### src/logic/cpu_params.svh
`ifndef CPU_PARAMS_SVH
`define CPU_PARAMS_SVH

// Datapath widths
`define CPU_DATA_W      8
`define CPU_REG_COUNT   16
`define CPU_REG_ADDR_W  4

// Instruction word
`define CPU_OPCODE_W    5
`define CPU_INST_W      25

// External ports
`define CPU_PORT_COUNT  4
`define CPU_PORT_SEL_W  2

`define CPU_QUEUE_DEPTH 4  // Queue slots, also the sender's credits after reset

`endif

### src/logic/cpuPkg.sv
`include "cpu_params.svh"

package cpuPkg;

    // Opcodes as encoded in the instruction word
    typedef enum logic [`CPU_OPCODE_W-1:0] {
        OP_ADD   = 5'b00000,
        OP_AND   = 5'b00001,
        OP_OR    = 5'b00010,
        OP_EXORI = 5'b00111,
        OP_INP   = 5'b01000,  // Input port to register
        OP_OUTP  = 5'b01001,  // Register to output port
        OP_MOVI  = 5'b01010,
        OP_SUB   = 5'b11000,
        OP_SHR   = 5'b11001   // Logical shift right
    } opcodeE;

    // Four phases per instruction
    typedef enum logic [1:0] {
        PH_T0,  // Fetch from queue
        PH_T1,  // Operand read
        PH_T2,  // Execute or port access
        PH_T3   // Write back
    } phaseE;

    // Register form, three register fields
    typedef struct packed {
        opcodeE                      opcode;
        logic [`CPU_REG_ADDR_W-1:0]  dest;
        logic [`CPU_REG_ADDR_W-1:0]  src1;
        logic [`CPU_REG_ADDR_W-1:0]  src2;
        logic [`CPU_INST_W-`CPU_OPCODE_W-3*`CPU_REG_ADDR_W-1:0] spare;
    } regFormS;

    // Immediate form, imm sits over src2 and the top of the spare bits
    typedef struct packed {
        opcodeE                      opcode;
        logic [`CPU_REG_ADDR_W-1:0]  dest;
        logic [`CPU_REG_ADDR_W-1:0]  src1;
        logic [`CPU_DATA_W-1:0]      imm;
        logic [`CPU_INST_W-`CPU_OPCODE_W-2*`CPU_REG_ADDR_W-`CPU_DATA_W-1:0] spare;
    } immFormS;

    typedef union packed {
        regFormS regForm;
        immFormS immForm;
    } instWordU;

endpackage

### src/logic/cpuIfs.sv
`timescale 1ns/100ps
`include "cpu_params.svh"

////////////////////////////////////////
// Register file access
////////////////////////////////////////
interface regIf;
    logic                       readEn;
    logic [`CPU_REG_ADDR_W-1:0] src1;
    logic [`CPU_REG_ADDR_W-1:0] src2;
    logic                       writeEn;
    logic [`CPU_REG_ADDR_W-1:0] dest;
    logic [`CPU_DATA_W-1:0]     writeData;
    logic [`CPU_DATA_W-1:0]     rdata1;  // Registered read data
    logic [`CPU_DATA_W-1:0]     rdata2;

    modport ctrl (output readEn, src1, src2, writeEn, dest, writeData,
                  input rdata1, rdata2);
    modport unit (input readEn, src1, src2, writeEn, dest, writeData,
                  output rdata1, rdata2);
endinterface

////////////////////////////////////////
// ALU operands and result
////////////////////////////////////////
interface aluIf;
    cpuPkg::opcodeE         opcode;
    logic [`CPU_DATA_W-1:0] operand1;
    logic [`CPU_DATA_W-1:0] operand2;
    logic [`CPU_DATA_W-1:0] imm;
    logic                   save;    // Load result register
    logic [`CPU_DATA_W-1:0] result;

    modport ctrl (output opcode, operand1, operand2, imm, save, input result);
    modport unit (input opcode, operand1, operand2, imm, save, output result);
endinterface

// Port access
interface ioIf;
    logic                       inRead;
    logic                       outWrite;
    logic [`CPU_PORT_SEL_W-1:0] portSel;
    logic [`CPU_DATA_W-1:0]     outData;
    logic [`CPU_DATA_W-1:0]     inData;

    modport ctrl (output inRead, outWrite, portSel, outData, input inData);
    modport unit (input inRead, outWrite, portSel, outData, output inData);
endinterface

### src/logic/instQueue.sv
`timescale 1ns/100ps
`include "cpu_params.svh"

module instQueue #(
    parameter int depth = `CPU_QUEUE_DEPTH
) (
    input  logic              clk,
    input  logic              Reset,
    input  logic              instValid,  // Push, one word per cycle
    input  cpuPkg::instWordU  instWord,
    input  logic              pop,
    output logic              headValid,
    output cpuPkg::instWordU  headWord,
    output logic              instCredit  // One pulse per freed slot
);

    localparam int ptrW = (depth > 1) ? $clog2(depth) : 1;
    localparam int cntW = $clog2(depth + 1);

    cpuPkg::instWordU mem [depth];  // Word storage
    logic [ptrW-1:0]  wrPtr;
    logic [ptrW-1:0]  rdPtr;
    logic [cntW-1:0]  count;        // Occupancy

    // Circular increment
    function automatic logic [ptrW-1:0] nextPtr(input logic [ptrW-1:0] ptr);
        if (ptr == ptrW'(depth - 1))
            return '0;
        return ptr + 1'b1;
    endfunction

    always_ff @(posedge clk) begin
        if (instValid)
            mem[wrPtr] <= instWord;
    end

    always_ff @(posedge clk or posedge Reset) begin
        if (Reset) begin
            wrPtr      <= '0;
            rdPtr      <= '0;
            count      <= '0;
            instCredit <= 1'b0;
        end else begin
            if (instValid) wrPtr <= nextPtr(wrPtr);
            if (pop)       rdPtr <= nextPtr(rdPtr);
            case ({instValid, pop})
                2'b10:   count <= count + 1'b1;
                2'b01:   count <= count - 1'b1;
                default: count <= count;  // Idle or both
            endcase
            instCredit <= pop;  // Credit back one cycle after the pop
        end
    end

    assign headValid = (count != '0);
    assign headWord  = mem[rdPtr];

    // Sender must hold a credit for every word
    assert property (@(posedge clk) disable iff (Reset) instValid |-> count != cntW'(depth))
        else $error("instQueue push while full");
    assert property (@(posedge clk) disable iff (Reset) pop |-> headValid)
        else $error("instQueue pop while empty");

endmodule

### src/logic/sequencer.sv
`timescale 1ns/100ps
`include "cpu_params.svh"

module sequencer (
    input  logic             clk,
    input  logic             Reset,
    input  logic             headValid,
    input  cpuPkg::instWordU headWord,
    output logic             pop,
    regIf.ctrl               regBus,
    aluIf.ctrl               aluBus,
    ioIf.ctrl                ioBus
);

    cpuPkg::phaseE    phase;
    cpuPkg::instWordU instReg;  // Instruction in flight
    logic             useRegs;  // Reads register operands in T1
    logic             useAlu;   // Saves in T2, writes back in T3
    logic             isIn;
    logic             isOut;

    ////////////////////////////////////////
    // Timing generator
    ////////////////////////////////////////
    assign pop = (phase == cpuPkg::PH_T0) && headValid;  // Fetch only from T0

    always_ff @(posedge clk or posedge Reset) begin
        if (Reset)
            phase <= cpuPkg::PH_T0;
        else begin
            case (phase)
                cpuPkg::PH_T0: if (headValid) phase <= cpuPkg::PH_T1;  // Else idle
                cpuPkg::PH_T1: phase <= cpuPkg::PH_T2;
                cpuPkg::PH_T2: phase <= cpuPkg::PH_T3;
                default:       phase <= cpuPkg::PH_T0;
            endcase
        end
    end

    always_ff @(posedge clk) begin
        if (pop)
            instReg <= headWord;
    end

    ////////////////////////////////////////
    // Control table
    ////////////////////////////////////////
    always_comb begin
        useRegs = 1'b0;
        useAlu  = 1'b0;
        isIn    = 1'b0;
        isOut   = 1'b0;
        case (instReg.regForm.opcode)
            cpuPkg::OP_ADD, cpuPkg::OP_SUB, cpuPkg::OP_AND,
            cpuPkg::OP_OR, cpuPkg::OP_SHR, cpuPkg::OP_EXORI: begin
                useRegs = 1'b1;
                useAlu  = 1'b1;
            end
            cpuPkg::OP_MOVI: useAlu = 1'b1;   // Imm only, no read
            cpuPkg::OP_INP:  isIn = 1'b1;
            cpuPkg::OP_OUTP: begin
                useRegs = 1'b1;
                isOut   = 1'b1;
            end
            default: ;  // Unknown opcode runs as a no-op
        endcase
    end

    // Strobes per phase
    assign regBus.readEn  = (phase == cpuPkg::PH_T1) && useRegs;
    assign ioBus.inRead   = (phase == cpuPkg::PH_T1) && isIn;
    assign aluBus.save    = (phase == cpuPkg::PH_T2) && useAlu;
    assign ioBus.outWrite = (phase == cpuPkg::PH_T2) && isOut;
    assign regBus.writeEn = ((phase == cpuPkg::PH_T2) && isIn)
                          || ((phase == cpuPkg::PH_T3) && useAlu);

    // Datapath routing
    assign regBus.src1      = instReg.regForm.src1;
    assign regBus.src2      = instReg.regForm.src2;
    assign regBus.dest      = instReg.regForm.dest;
    assign regBus.writeData = isIn ? ioBus.inData : aluBus.result;
    assign aluBus.opcode    = instReg.regForm.opcode;
    assign aluBus.operand1  = regBus.rdata1;
    assign aluBus.operand2  = regBus.rdata2;
    assign aluBus.imm       = instReg.immForm.imm;   // Same bits as src2 and spare top
    assign ioBus.portSel    = instReg.immForm.imm[`CPU_PORT_SEL_W-1:0];
    assign ioBus.outData    = regBus.rdata1;

    // Queue keeps its head word until the pop takes it
    assert property (@(posedge clk) disable iff (Reset) headValid && !pop |=> headValid)
        else $error("sequencer lost a head word before popping it");

endmodule

### src/logic/regFile.sv
`timescale 1ns/100ps
`include "cpu_params.svh"

module regFile (
    input  logic clk,
    input  logic Reset,
    regIf.unit   regBus
);

    logic [`CPU_DATA_W-1:0]    regs [`CPU_REG_COUNT];
    logic [`CPU_REG_COUNT-1:0] wrDec;  // One-hot write select

    assign wrDec = regBus.writeEn ? (`CPU_REG_COUNT'(1) << regBus.dest) : '0;

    // Sixteen loadable registers
    for (genvar i = 0; i < `CPU_REG_COUNT; i++) begin : gReg
        always_ff @(posedge clk or posedge Reset) begin
            if (Reset)
                regs[i] <= '0;
            else if (wrDec[i])
                regs[i] <= regBus.writeData;
        end
    end

    // Read muxes into the output registers
    always_ff @(posedge clk or posedge Reset) begin
        if (Reset) begin
            regBus.rdata1 <= '0;
            regBus.rdata2 <= '0;
        end else if (regBus.readEn) begin
            regBus.rdata1 <= regs[regBus.src1];
            regBus.rdata2 <= regs[regBus.src2];
        end
    end

    // Read and write fall in different phases of the sequencer
    assert property (@(posedge clk) disable iff (Reset) !(regBus.writeEn && regBus.readEn))
        else $error("regFile read and write in the same cycle");

endmodule

### src/logic/alu.sv
`timescale 1ns/100ps
`include "cpu_params.svh"

module alu (
    input  logic clk,
    input  logic Reset,
    aluIf.unit   aluBus
);

    logic [`CPU_DATA_W-1:0] aluOut;  // Combinational result

    always_comb begin
        case (aluBus.opcode)
            cpuPkg::OP_ADD:   aluOut = aluBus.operand1 + aluBus.operand2;  // Mod 256
            cpuPkg::OP_SUB:   aluOut = aluBus.operand1 - aluBus.operand2;  // Wraps on borrow
            cpuPkg::OP_AND:   aluOut = aluBus.operand1 & aluBus.operand2;
            cpuPkg::OP_OR:    aluOut = aluBus.operand1 | aluBus.operand2;
            cpuPkg::OP_EXORI: aluOut = aluBus.operand1 ^ aluBus.imm;
            cpuPkg::OP_SHR: begin
                // Whole word shifted out at 8 or more
                if (aluBus.operand2 >= `CPU_DATA_W)
                    aluOut = '0;
                else
                    aluOut = aluBus.operand1 >> aluBus.operand2;
            end
            cpuPkg::OP_MOVI:  aluOut = aluBus.imm;
            default:          aluOut = '0;
        endcase
    end

    // Result register
    always_ff @(posedge clk or posedge Reset) begin
        if (Reset)
            aluBus.result <= '0;
        else if (aluBus.save)
            aluBus.result <= aluOut;  // Held for write back in T3
    end

endmodule

### src/logic/ioPorts.sv
`timescale 1ns/100ps
`include "cpu_params.svh"

module ioPorts (
    input  logic                   clk,
    input  logic                   Reset,
    input  logic [`CPU_DATA_W-1:0] inPort0,
    input  logic [`CPU_DATA_W-1:0] inPort1,
    input  logic [`CPU_DATA_W-1:0] inPort2,
    input  logic [`CPU_DATA_W-1:0] inPort3,
    output logic [`CPU_DATA_W-1:0] outPort0,
    output logic [`CPU_DATA_W-1:0] outPort1,
    output logic [`CPU_DATA_W-1:0] outPort2,
    output logic [`CPU_DATA_W-1:0] outPort3,
    ioIf.unit                      ioBus
);

    logic [`CPU_DATA_W-1:0] inSel [`CPU_PORT_COUNT];
    logic [`CPU_DATA_W-1:0] outRegs [`CPU_PORT_COUNT];  // Output port registers

    assign inSel = '{inPort0, inPort1, inPort2, inPort3};

    always_ff @(posedge clk or posedge Reset) begin
        if (Reset) begin
            ioBus.inData <= '0;
            outRegs      <= '{default: '0};
        end else begin
            if (ioBus.inRead)   ioBus.inData <= inSel[ioBus.portSel];  // Sampled in T1
            if (ioBus.outWrite) outRegs[ioBus.portSel] <= ioBus.outData;
        end
    end

    assign outPort0 = outRegs[0];
    assign outPort1 = outRegs[1];
    assign outPort2 = outRegs[2];
    assign outPort3 = outRegs[3];

endmodule

### src/logic/miniCpu.sv
`timescale 1ns/100ps
`include "cpu_params.svh"

module miniCpu (
    input  logic                   clk,
    input  logic                   Reset,
    input  logic                   instValid,
    input  logic [`CPU_INST_W-1:0] instWord,
    input  logic [`CPU_DATA_W-1:0] inPort0,
    input  logic [`CPU_DATA_W-1:0] inPort1,
    input  logic [`CPU_DATA_W-1:0] inPort2,
    input  logic [`CPU_DATA_W-1:0] inPort3,
    output logic                   instCredit,
    output logic [`CPU_DATA_W-1:0] outPort0,
    output logic [`CPU_DATA_W-1:0] outPort1,
    output logic [`CPU_DATA_W-1:0] outPort2,
    output logic [`CPU_DATA_W-1:0] outPort3
);

    logic             headValid;
    cpuPkg::instWordU headWord;
    logic             pop;

    regIf regBus ();
    aluIf aluBus ();
    ioIf  ioBus ();

    ////////////////////////////////////////
    // Front end
    ////////////////////////////////////////
    instQueue #(.depth(`CPU_QUEUE_DEPTH)) queue (
        .clk, .Reset, .instValid,
        .instWord   (cpuPkg::instWordU'(instWord)),
        .pop, .headValid, .headWord, .instCredit
    );

    sequencer seq (
        .clk, .Reset, .headValid, .headWord, .pop,
        .regBus (regBus.ctrl),
        .aluBus (aluBus.ctrl),
        .ioBus  (ioBus.ctrl)
    );

    ////////////////////////////////////////
    // Datapath units
    ////////////////////////////////////////
    regFile regs (.clk, .Reset, .regBus (regBus.unit));

    alu aluUnit (.clk, .Reset, .aluBus (aluBus.unit));

    ioPorts io (
        .clk, .Reset,
        .inPort0, .inPort1, .inPort2, .inPort3,
        .outPort0, .outPort1, .outPort2, .outPort3,
        .ioBus (ioBus.unit)
    );

endmodule

### config.mk
export PLATFORM = sky130hd
export DESIGN_NAME = miniCpu
export DESIGN_NICKNAME = d
export VERILOG_FILES = /design/src/logic/cpuPkg.sv /design/src/logic/cpuIfs.sv /design/src/logic/instQueue.sv /design/src/logic/sequencer.sv /design/src/logic/regFile.sv /design/src/logic/alu.sv /design/src/logic/ioPorts.sv /design/src/logic/miniCpu.sv
export VERILOG_INCLUDE_DIRS = /design/src /design/src/logic
export SDC_FILE = /design/constraint.sdc
export NUM_CORES = 1
export LEC_CHECK = 0
export BUFFER_PORTS_ARGS = -buffer_cell sky130_fd_sc_hd__buf_2
export CELL_PAD_IN_SITES_DETAIL_PLACEMENT = 1
export CELL_PAD_IN_SITES_GLOBAL_PLACEMENT = 1
export CORE_MARGIN = 4
export CORE_UTILIZATION = 41
export CTS_BUF_LIST = sky130_fd_sc_hd__clkbuf_8
export DETAILED_ROUTE_END_ITERATION = 16
export PLACE_DENSITY_LB_ADDON = 0.1
export SYNTH_ARGS = -nofsm -noshare
export SYNTH_HDL_FRONTEND = slang
export SYNTH_SLANG_ARGS = --single-unit
### constraint.sdc
create_clock -name clk -period 11.78 [get_ports clk]
set_input_delay 2.945 -clock clk [delete_from_list [all_inputs] [get_ports clk]]
set_output_delay 2.945 -clock clk [all_outputs]
set_load 0.05 [all_outputs]
==> results of run 1 <==
how the worst max path moves through the flow:
stage / to / depth (start not counted) / slack [ps]
3_5_place_dp: regs.regs[34]$_DFFE_PP0P_ / 3 / 7360
2_1_floorplan: aluUnit.aluBus.result[0]$_DFFE_PP0P_ / 1 / 3320
4_1_cts: outPort0[1] / 1 / 7520
3_3_place_gp: regs.regs[34]$_DFFE_PP0P_ / 3 / 7360
5_1_grt: outPort0[4] / 1 / 7500
6_report: outPort0[1] / 1 / 7570
cell usage in the layout (no fill, tap or decap), types with 12 or more instances in the layout:
cell type  synthesis  final
nor2_1            19     19
mux2_2           186    186
nand2_1           37     37
inv_1             26     39
clkbuf_8           0     62
nand3_1           12     12
buf_2              6     88
dfrtp_1          202    202
mux4_2           110    110
edfxtp_1         105    105
ha_1              20     20
o21ai_0           28     28
buf_4              0     16
per-layer routing:
layer	track usage (%)	vias to the layer above
li1	-	3878
met1	26.2	4620
met2	35.0	177
met3	3.76	47
met4	4.96	0
met5	0	-
worst reg2reg max path, delay by kind of cell, from the launching register on:
family	cells	cell delay, ps
buffers and inverters	1	300
AND/OR/NAND/NOR	4	1740
AO/OA/AOI/OAI	1	450
multiplexers	1	340
flip-flops	1	530
cell families after synthesis:
kind of cell,after synthesis
AOI/OAI and AO/OA,85
buffers and inverters,83
and+or+nand+nor,126
adders and majority gates,22
DFF,307
xor gates and xnor gates,15
muxes,306
through the flow:
stage / instance area [um^2] / util, % / hold slack, ps / instances
2_1_floorplan: 14900 / - / 443 / 944
3_3_place_gp: 15800 / 44.3 / 460 / 1452
3_5_place_dp: 15800 / 44.3 / 458 / 1452
4_1_cts: 16900 / 47.3 / 471 / 1549
5_1_grt: 16900 / 47.3 / 493 / 1549
6_report: 16900 / 47.3 / 466 / 1549
power by group:
group / leakage [nW] / internal, mW / switching (mW) / total [mW]
registers: 3.72 / 1.37 / 0.276 / 1.65
clock network: 0.607 / 0.508 / 0.454 / 0.962
logic: 2.89 / 0.635 / 0.683 / 1.32
total: 7.22 / 2.52 / 1.41 / 3.93
cell type report:
cell class / count / area [um^2]
Sequential cell: 307 / 8210
Clock buffer: 62 / 853
Fill cell: 3505 / 18800
Clock inverter: 35 / 213
Timing Repair Buffer: 104 / 561
Inverter: 26 / 105
Tap cell: 461 / 577
Multi-Input combinational cell: 554 / 6360
==> flow_metrics.tcl, run 1 <==
set metrics [dict create \
    drt-initial-drc-count 426 \
    synth_top_family_by_area "multiplexers" \
    cts.clk_slew.worst_paths_ps 60 \
    cts_setup_buffers 0 \
    synthAdderAreaFrac_pct 1.95 \
    slew_violations 0 \
    hpwlAfterDp_um 25100 \
    relSlewSlack_pct 22.1 \
    worstReg2RegStart "seq.instReg[22]$_DFFE_PP_" \
    ys_warn_count 0 \
    grt_usage_pct 20.1 \
    dr_wl_met3_um 1620 \
    post-synth-top-area-cell "dfrtp_1" \
    insertion_delay_ps 650 \
    pre_cts_ws_ps 7360 \
    reg_top3 "regs.regs x128, queue.mem x84, seq.instReg x21" \
    postRouteAntennaNets 0 \
    fin_crit_sh_pct 35.7 \
    vias_per_cell 5.63 \
    htree_levels 2 \
    initial_core_util_pct 41.7 \
    numCtsBuffers 54 \
    max_cap_violations 0 \
    netlist_area_um2 14900 \
    gr-total-overflow 0 \
    rows 69 \
    crit_required_ps 8840 \
    fp.dieW_um 199 \
    path_class "reg -> out" \
    synth-edff-count 105 \
    grt_pass1_vias 9617 \
    port_buffers 88 \
    wl_um 38600 \
    grt_max_degree 83 \
    crit_fanout 2 \
    die_y_um 199 \
    post_synth.cell_area_avg_um2 15.8 \
    synthXorXnorAreaFrac_pct 0.883 \
    power_density_nw_per_um2 233 \
    startpoint "io.outPort0[1]$_DFFE_PP0P_" \
    largest_register "regs.regs" \
    p_total_mw 3.93 \
    hp-start "queue.count[2]$_DFFE_PP0P_" \
    ctsHoldBuffers 0 \
    wire_per_inst_um 24.9 \
    tightest_slew_ps 1160 \
    worst_slack_ps 7570 \
    fin_crit_ps 4210 \
    grt_pass1_wl_um 59300 \
    ys_types 62 \
    skew_ps 27.4 \
    dieArea_um2 39400 \
    critical_path_buf_inv_count 1 \
    drive_gt1_share_pct 45.1 \
    min_path_cells 1 \
    n_antenna_cell 0 \
    max-clock-path-buffers 3 \
    synth_mux_area_share_pct 31.4 \
    synth-compound-area-share_pct 3.98 \
    drt_pre_antenna_iters 4 \
    r2r_cells 7 \
    cts.sinks 307 \
    yosysMostFrequentCell "dfrtp_1" \
    synthFlopType "dfrtp_1" \
    place.gp.congestion 0.797 \
    timing.setup.tns_ps 0 \
    cp.arrival_ps 1260 \
    rsz0062_at_grt "no" \
    cts.repair.resized 0 \
    timing.rr.end "regs.regs[108]$_DFFE_PP0P_" \
    ios 93 \
    hold_viol 0 \
    worstHoldPathType "reg -> reg" \
    status "finished, final reports clean" \
    clockRootBuffer "clkbuf_8" \
    cellLeakagePower_nw 7.22 \
    largest_reg_flops 128 \
    routed-via-count 8722 \
    top_layer "met4" \
    synthesis.nets 1026 \
    fin_nets 1129 \
    wirelength_met1_um 16600 \
    fp.coreArea_um2 35700 \
    yosysSeqAreaShare_pct 55.1 \
    vdd_drop_max_mv 0.131 \
    path_delay_family "flip-flops" \
    ys_async_sr_fraction_pct 65.8 \
    netlist.area_leader.share_pct 34.0 \
    area_growth_syn_to_layout_pct 13.4 \
    wl_met2_um 19600 \
    drc 0 \
    endpoint_kind "primary output" \
    synth_simple_gate_area_share_pct 4.51 \
    start_kind "flip-flop" \
    ys_top_cells_by_count "202 x dfrtp_1, 186 x mux2_2, 110 x mux4_2, 105 x edfxtp_1, 42 x clkbuf_1" \
    cts_tree "built" \
    setup_violations 0 \
    syn-instance-count 944 \
    fmax_ghz 0.238 \
    synth-seq-cells 307 \
    ys_top_cells_by_area "dfrtp_1 34%, edfxtp_1 21%, mux4_2 17%" \
    hold_end "queue.count[2]$_DFFE_PP0P_" \
    antenna_found_initial 0 \
    cp_cell_sequence "buf_2" \
    r2r_setup_slack_ps 8280 \
    cpPeakStageDelay_ps 350 \
    cp_slowest_cell "dfrtp_1" \
]
(Power assumes the default switching activity.)
==> inputs of run 2 (changes only) <==
- clock period: 11.78 -> 4.2 ns (I/O delays scaled with it)
==> run 2 against run 1 <==
Utilization rose by 0.36 points; worst hold slack better by 8.0 ps; count of clock-buffer cells in the layout rose by 5.
==> flow_metrics.tcl, run 2 (synthesis results as in run 1) <==
set metrics [dict create \
    status "finished, final reports clean" \
    tightest_slew_ps 1070 \
    timing.setup.tns_ps 0 \
    dieArea_um2 39400 \
    multi_input_area_um2 6360 \
    cellLeakagePower_nw 7.30 \
    nFillCells 3468 \
    slew_violations 0 \
    n_antenna_cell 0 \
    clockRootBuffer "clkbuf_8" \
    fin_nets 1138 \
    cts.clk_slew.worst_paths_ps 60 \
    drive_gt1_share_pct 45.5 \
    fp.dieW_um 199 \
    gr-total-overflow 0 \
    place.gp.congestion 0.843 \
    skew_ps 25.8 \
    worstHoldPathType "reg -> reg" \
    grt_max_degree 82 \
    htree_levels 2 \
    drc 0 \
    crit_required_ps 4690 \
    largest_reg_flops 128 \
    fin_util_pct 47.7 \
    fp.coreArea_um2 35700 \
    insertion_delay_ps 640 \
    grt_pass1_vias 9465 \
    routed-via-count 8738 \
    wl_um 38200 \
    initial_core_util_pct 41.7 \
    antenna_found_initial 1 \
    cp.arrival_ps 3620 \
    postRouteAntennaNets 0 \
    max-clock-path-buffers 3 \
    r2r_setup_slack_ps 1080 \
    final-seq-area_um2 8210 \
    ios 93 \
    numCtsBuffers 53 \
    rows 69 \
    fmax_ghz 0.320 \
    area_growth_syn_to_layout_pct 14.2 \
    drt-initial-drc-count 354 \
    worst_slack_ps 1080 \
    fin_area_um2 17000 \
    relSlewSlack_pct 28.4 \
    max_cap_violations 0 \
    pre_cts_ws_ps 1080 \
    cts.repair.resized 0 \
    whs_ps 474 \
    reg_top3 "regs.regs x128, queue.mem x84, seq.instReg x21" \
    cts_tree "built" \
    largest_register "regs.regs" \
    path_class "reg -> reg" \
    vdd_drop_max_mv 0.353 \
    setup_violations 0 \
    finalNonFillerCells 1557 \
    drt_pre_antenna_iters 6 \
    mostFrequentLayoutCells "202 x dfrtp_1, 186 x mux2_2, 110 x mux4_2" \
    cts_setup_buffers 0 \
    crit_fanout 13 \
    hpwlAfterDp_um 25400 \
    fin_crit_ps 3120 \
    fin_crit_sh_pct 74.4 \
    start_kind "flip-flop" \
    rsz0062_at_grt "no" \
    dpl_cell_area_um2 15900 \
    mostFrequentLayoutCell "dfrtp_1" \
    p_total_mw 11.1 \
    grt_usage_pct 20.0 \
    die_y_um 199 \
    post-place-cells 1462 \
    wire_per_inst_um 24.5 \
    cts.sinks 307 \
    power_density_nw_per_um2 650 \
    endpoint_kind "flip-flop" \
    port_buffers 88 \
    grt_pass1_wl_um 59100 \
    vias_per_cell 5.61 \
    hold_viol 0 \
    ctsHoldBuffers 0 \
]
run 2: cell type report:
class / count / area share, %
Clock buffer: 67 / 5.42
Clock inverter: 28 / 0.883
Inverter: 26 / 0.596
Multi-Input combinational cell: 554 / 37.4
Sequential cell: 307 / 48.3
Tap cell: 461 / 3.39
Timing Repair Buffer: 114 / 4.03
run 2: worst paths after layout:
kind / startpoint / to / depth (start not counted)
worst max-delay path: regs.regBus.rdata2[1]$_DFFE_PP0P_ / aluUnit.aluBus.result[4]$_DFFE_PP0P_ / 10
worst min-delay path: io.outPort1[1]$_DFFE_PP0P_ / io.outPort1[1]$_DFFE_PP0P_ / 2
worst max register to register: regs.regBus.rdata2[1]$_DFFE_PP0P_ / aluUnit.aluBus.result[4]$_DFFE_PP0P_ / 10
worst min register to register: io.outPort1[1]$_DFFE_PP0P_ / io.outPort1[1]$_DFFE_PP0P_ / 2
max in group asynchronous: Reset / regs.regs[34]$_DFFE_PP0P_ / 3
min in group asynchronous: Reset / io.ioBus.inData[0]$_DFFE_PP0P_ / 2
run 2: power breakdown:
part / switching, mW / internal (mW) / total, mW
registers: 0.806 / 3.85 / 4.66
clock network: 1.25 / 1.44 / 2.69
logic: 1.89 / 1.81 / 3.71
run 2: worst max-delay path, cell delays in order, from the launching register on:
cell	delay (ps)
dfrtp_1	700
inv_1	190
ha_1	310
a21o_1	190
fa_1	400
nor2b_1	120
o21ai_0	120
a21boi_0	300
a21oi_1	120
a221oi_1	390
o21ai_0	130
run 2: layer usage:
| metal | share of wire [%] | wire length, um | track usage [%] | vias up |
|---|---|---|---|---|
| li1 | - | - | - | 3911 |
| met1 | 44 | 16800 | 27.1 | 4618 |
| met2 | 50 | 19300 | 33.8 | 152 |
| met3 | 3.5 | 1340 | 3.05 | 57 |
| met4 | 2.1 | 808 | 5.75 | 0 |
| met5 | 0 | 0 | 0 | - |
==> inputs of run 3 (changes only) <==
- ABC_AREA: default -> 1
- clock period: 4.2 -> 2.52 ns (I/O delays scaled with it)
==> run 3 against run 2 <==
Synthesized cell count up 110%; worst hold slack lost 250 ps; die area rose by 6.6%; register-to-register slack worse by 950 ps; cell area grew 7.7%; sequential cell count unchanged; routed wire length is 32% higher; sequential power increased by 62%; first-iteration DRC count grew 150%; sequential share of layout area fell by 3.5 points; critical path type unchanged; critical endpoint is now aluUnit.aluBus.result[7]$_DFFE_PP0P_; highest routed layer unchanged.
==> flow_metrics.tcl, run 3 <==
set metrics [dict create \
    status "finished, final reports clean" \
    dieArea_um2 42000 \
    cp_slowest_cell "edfxtp_1" \
    timing.setup.tns_ps 0 \
    synth-edff-count 105 \
    ys_warn_count 0 \
    grt_pass1_wl_um 80800 \
    vdd_drop_max_mv 0.626 \
    die_y_um 205 \
    finalNonFillerCells 2625 \
    crit_required_ps 3070 \
    yosysSeqAreaShare_pct 51.6 \
    cpPeakStageDelay_ps 420 \
    tightest_slew_ps 667 \
    grt_usage_pct 24.4 \
    routed-via-count 14100 \
    htree_levels 2 \
    cp_cell_sequence "nor2_4, buf_4, a31oi_2, xor2_1, ha_1, a21oi_1, nand2_1, a21oi_1, buf_4, inv_1, nand2_1, nand3_1, a21oi_2" \
    antenna_found_initial 0 \
    skew_ps 31.0 \
    worstHoldPathType "in -> reg" \
    drc 0 \
    hpwlAfterDp_um 35400 \
    cellLeakagePower_nw 8.66 \
    reg_top3 "regs.regs x128, queue.mem x84, seq.instReg x21" \
    clockRootBuffer "clkbuf_8" \
    setup_violations 0 \
    cp.arrival_ps 2940 \
    vias_per_cell 5.37 \
    largest_register "regs.regs" \
    fp.dieW_um 205 \
    netlist.area_leader.share_pct 31.8 \
    nFillCells 4635 \
    post-place-cells 2534 \
    post_synth.cell_area_avg_um2 8.14 \
    cts.sinks 307 \
    fin_crit_sh_pct 94.8 \
    drt_pre_antenna_iters 5 \
    endpoint_kind "flip-flop" \
    cts_setup_buffers 0 \
    netlist_area_um2 15900 \
    yosysMostFrequentCell "nand2_1" \
    area_growth_syn_to_layout_pct 15.1 \
    synth-seq-cells 307 \
    initial_core_util_pct 41.9 \
    max-clock-path-buffers 3 \
    rsz0062_at_grt "yes" \
    wl_um 50400 \
    ios 93 \
    synthFlopType "dfrtp_1" \
    numCtsBuffers 54 \
    crit_fanout 5 \
    dpl_cell_area_um2 17300 \
    place.gp.congestion 0.874 \
    fmax_ghz 0.418 \
    insertion_delay_ps 620 \
    fin_area_um2 18300 \
    cts.clk_slew.worst_paths_ps 60 \
    ys_types 37 \
    fin_crit_ps 2390 \
    syn-instance-count 1954 \
    grt_max_degree 87 \
    synthesis.nets 2036 \
    relSlewSlack_pct 55.4 \
    ys_async_sr_fraction_pct 65.8 \
    max_cap_violations 0 \
    cts_tree "built" \
    worst_slack_ps 130 \
    path_class "reg -> reg" \
    ys_top_cells_by_area "dfrtp_1 32%, edfxtp_1 20%, nand2_1 13%" \
    n_antenna_cell 0 \
    mostFrequentLayoutCells "563 x nand2_1, 275 x nand3_1, 202 x dfrtp_1" \
    largest_reg_flops 128 \
    power_density_nw_per_um2 1230 \
    fp.coreArea_um2 37900 \
    grt_pass1_vias 14500 \
    rows 71 \
    start_kind "flip-flop" \
    drt-initial-drc-count 875 \
    port_buffers 88 \
    pre_cts_ws_ps 63.5 \
    fin_nets 2162 \
    ys_top_cells_by_count "564 x nand2_1, 275 x nand3_1, 202 x dfrtp_1, 174 x o21ai_0, 148 x inv_1" \
    slew_violations 0 \
    mostFrequentLayoutCell "nand2_1" \
    hold_viol 0 \
    post-synth-top-area-cell "dfrtp_1" \
    wire_per_inst_um 19.2 \
    postRouteAntennaNets 0 \
    drive_gt1_share_pct 13.7 \
    gr-total-overflow 0 \
]
==> run 3: cell type report <==
cell class	instances	area [um^2]	share of cell area, %
clock buffer	59	812	4.43
clock inverter	31	154	0.840
inverter	156	589	3.22
multi-input combinational	1389	6700	36.6
sequential	307	8210	44.8
tap	511	639	3.49
timing repair buffer	172	1210	6.61
==> run 3: kinds of logic (layout without fill, tap and decap cells) <==
kind of cell	after synthesis	in the layout	synth area share [%]
flip-flops	307	307	51.6
AO/OA/AOI/OAI	360	360	12.8
adder cells (fa/ha/maj)	22	22	1.82
XOR/XNOR	12	12	0.661
buffers and inverters	258	418	6.68
AND/OR/NAND/NOR	995	995	26.4
==> run 3: critical path, delay by kind of cell, from the launching register on <==
family	cells	cell delay (ps)
AND/OR/NAND/NOR	4	450
adder cells (fa/ha/maj)	1	370
XOR/XNOR	1	180
AO/OA/AOI/OAI	4	580
buffers and inverters	3	330
flip-flops	1	420
==> run 3: final timing paths <==
path	from	end	slack, ps	cells past startpoint
max reg2reg	seq.instReg[20]$_DFFE_PP_	aluUnit.aluBus.result[7]$_DFFE_PP0P_	130	13
min	instWord[12]	queue.mem[3][12]$_DFFE_PP_	230	1
min in group asynchronous	Reset	regs.regs[86]$_DFFE_PP0P_	450	3
max	seq.instReg[20]$_DFFE_PP_	aluUnit.aluBus.result[7]$_DFFE_PP0P_	130	13
max in group asynchronous	Reset	io.ioBus.inData[1]$_DFFE_PP0P_	1330	5
min reg2reg	regs.regs[6]$_DFFE_PP0P_	regs.regs[6]$_DFFE_PP0P_	470	2
==> run 3: per-layer routing <==
layer	GRT usage (%)	vias to the layer above	share of wire, %
met1	33.2	6939	45
li1	-	6799	-
met4	7.13	0	2.5
met3	3.45	69	4.5
met2	40.9	291	48
met5	0	-	0
==> run 3: stage by stage <==
stage               util [%]  power (mW)  hold WS [ps]
global placement        45.5        17.8           456
detailed placement      45.5        18.2           458
finish                  48.3        22.5           227
floorplan                  -        14.2           442
CTS                     48.1        22.6           172
global route            48.3        24.3           189
==> run 3: what timing repair did <==
item / 4_1_cts / 5_1_grt
endpoints found under the hold margin: 1 / 0
resized for setup: 0 / 17
hold buffers: 1 / 0
endpoints found under the setup margin: 0 / 7
==> run 3: power breakdown <==
| group | internal [mW] | switching (mW) |
|---|---|---|
| clock | 2.22 | 2.04 |
| sequential | 6.57 | 0.980 |
| combinational | 3.33 | 7.37 |
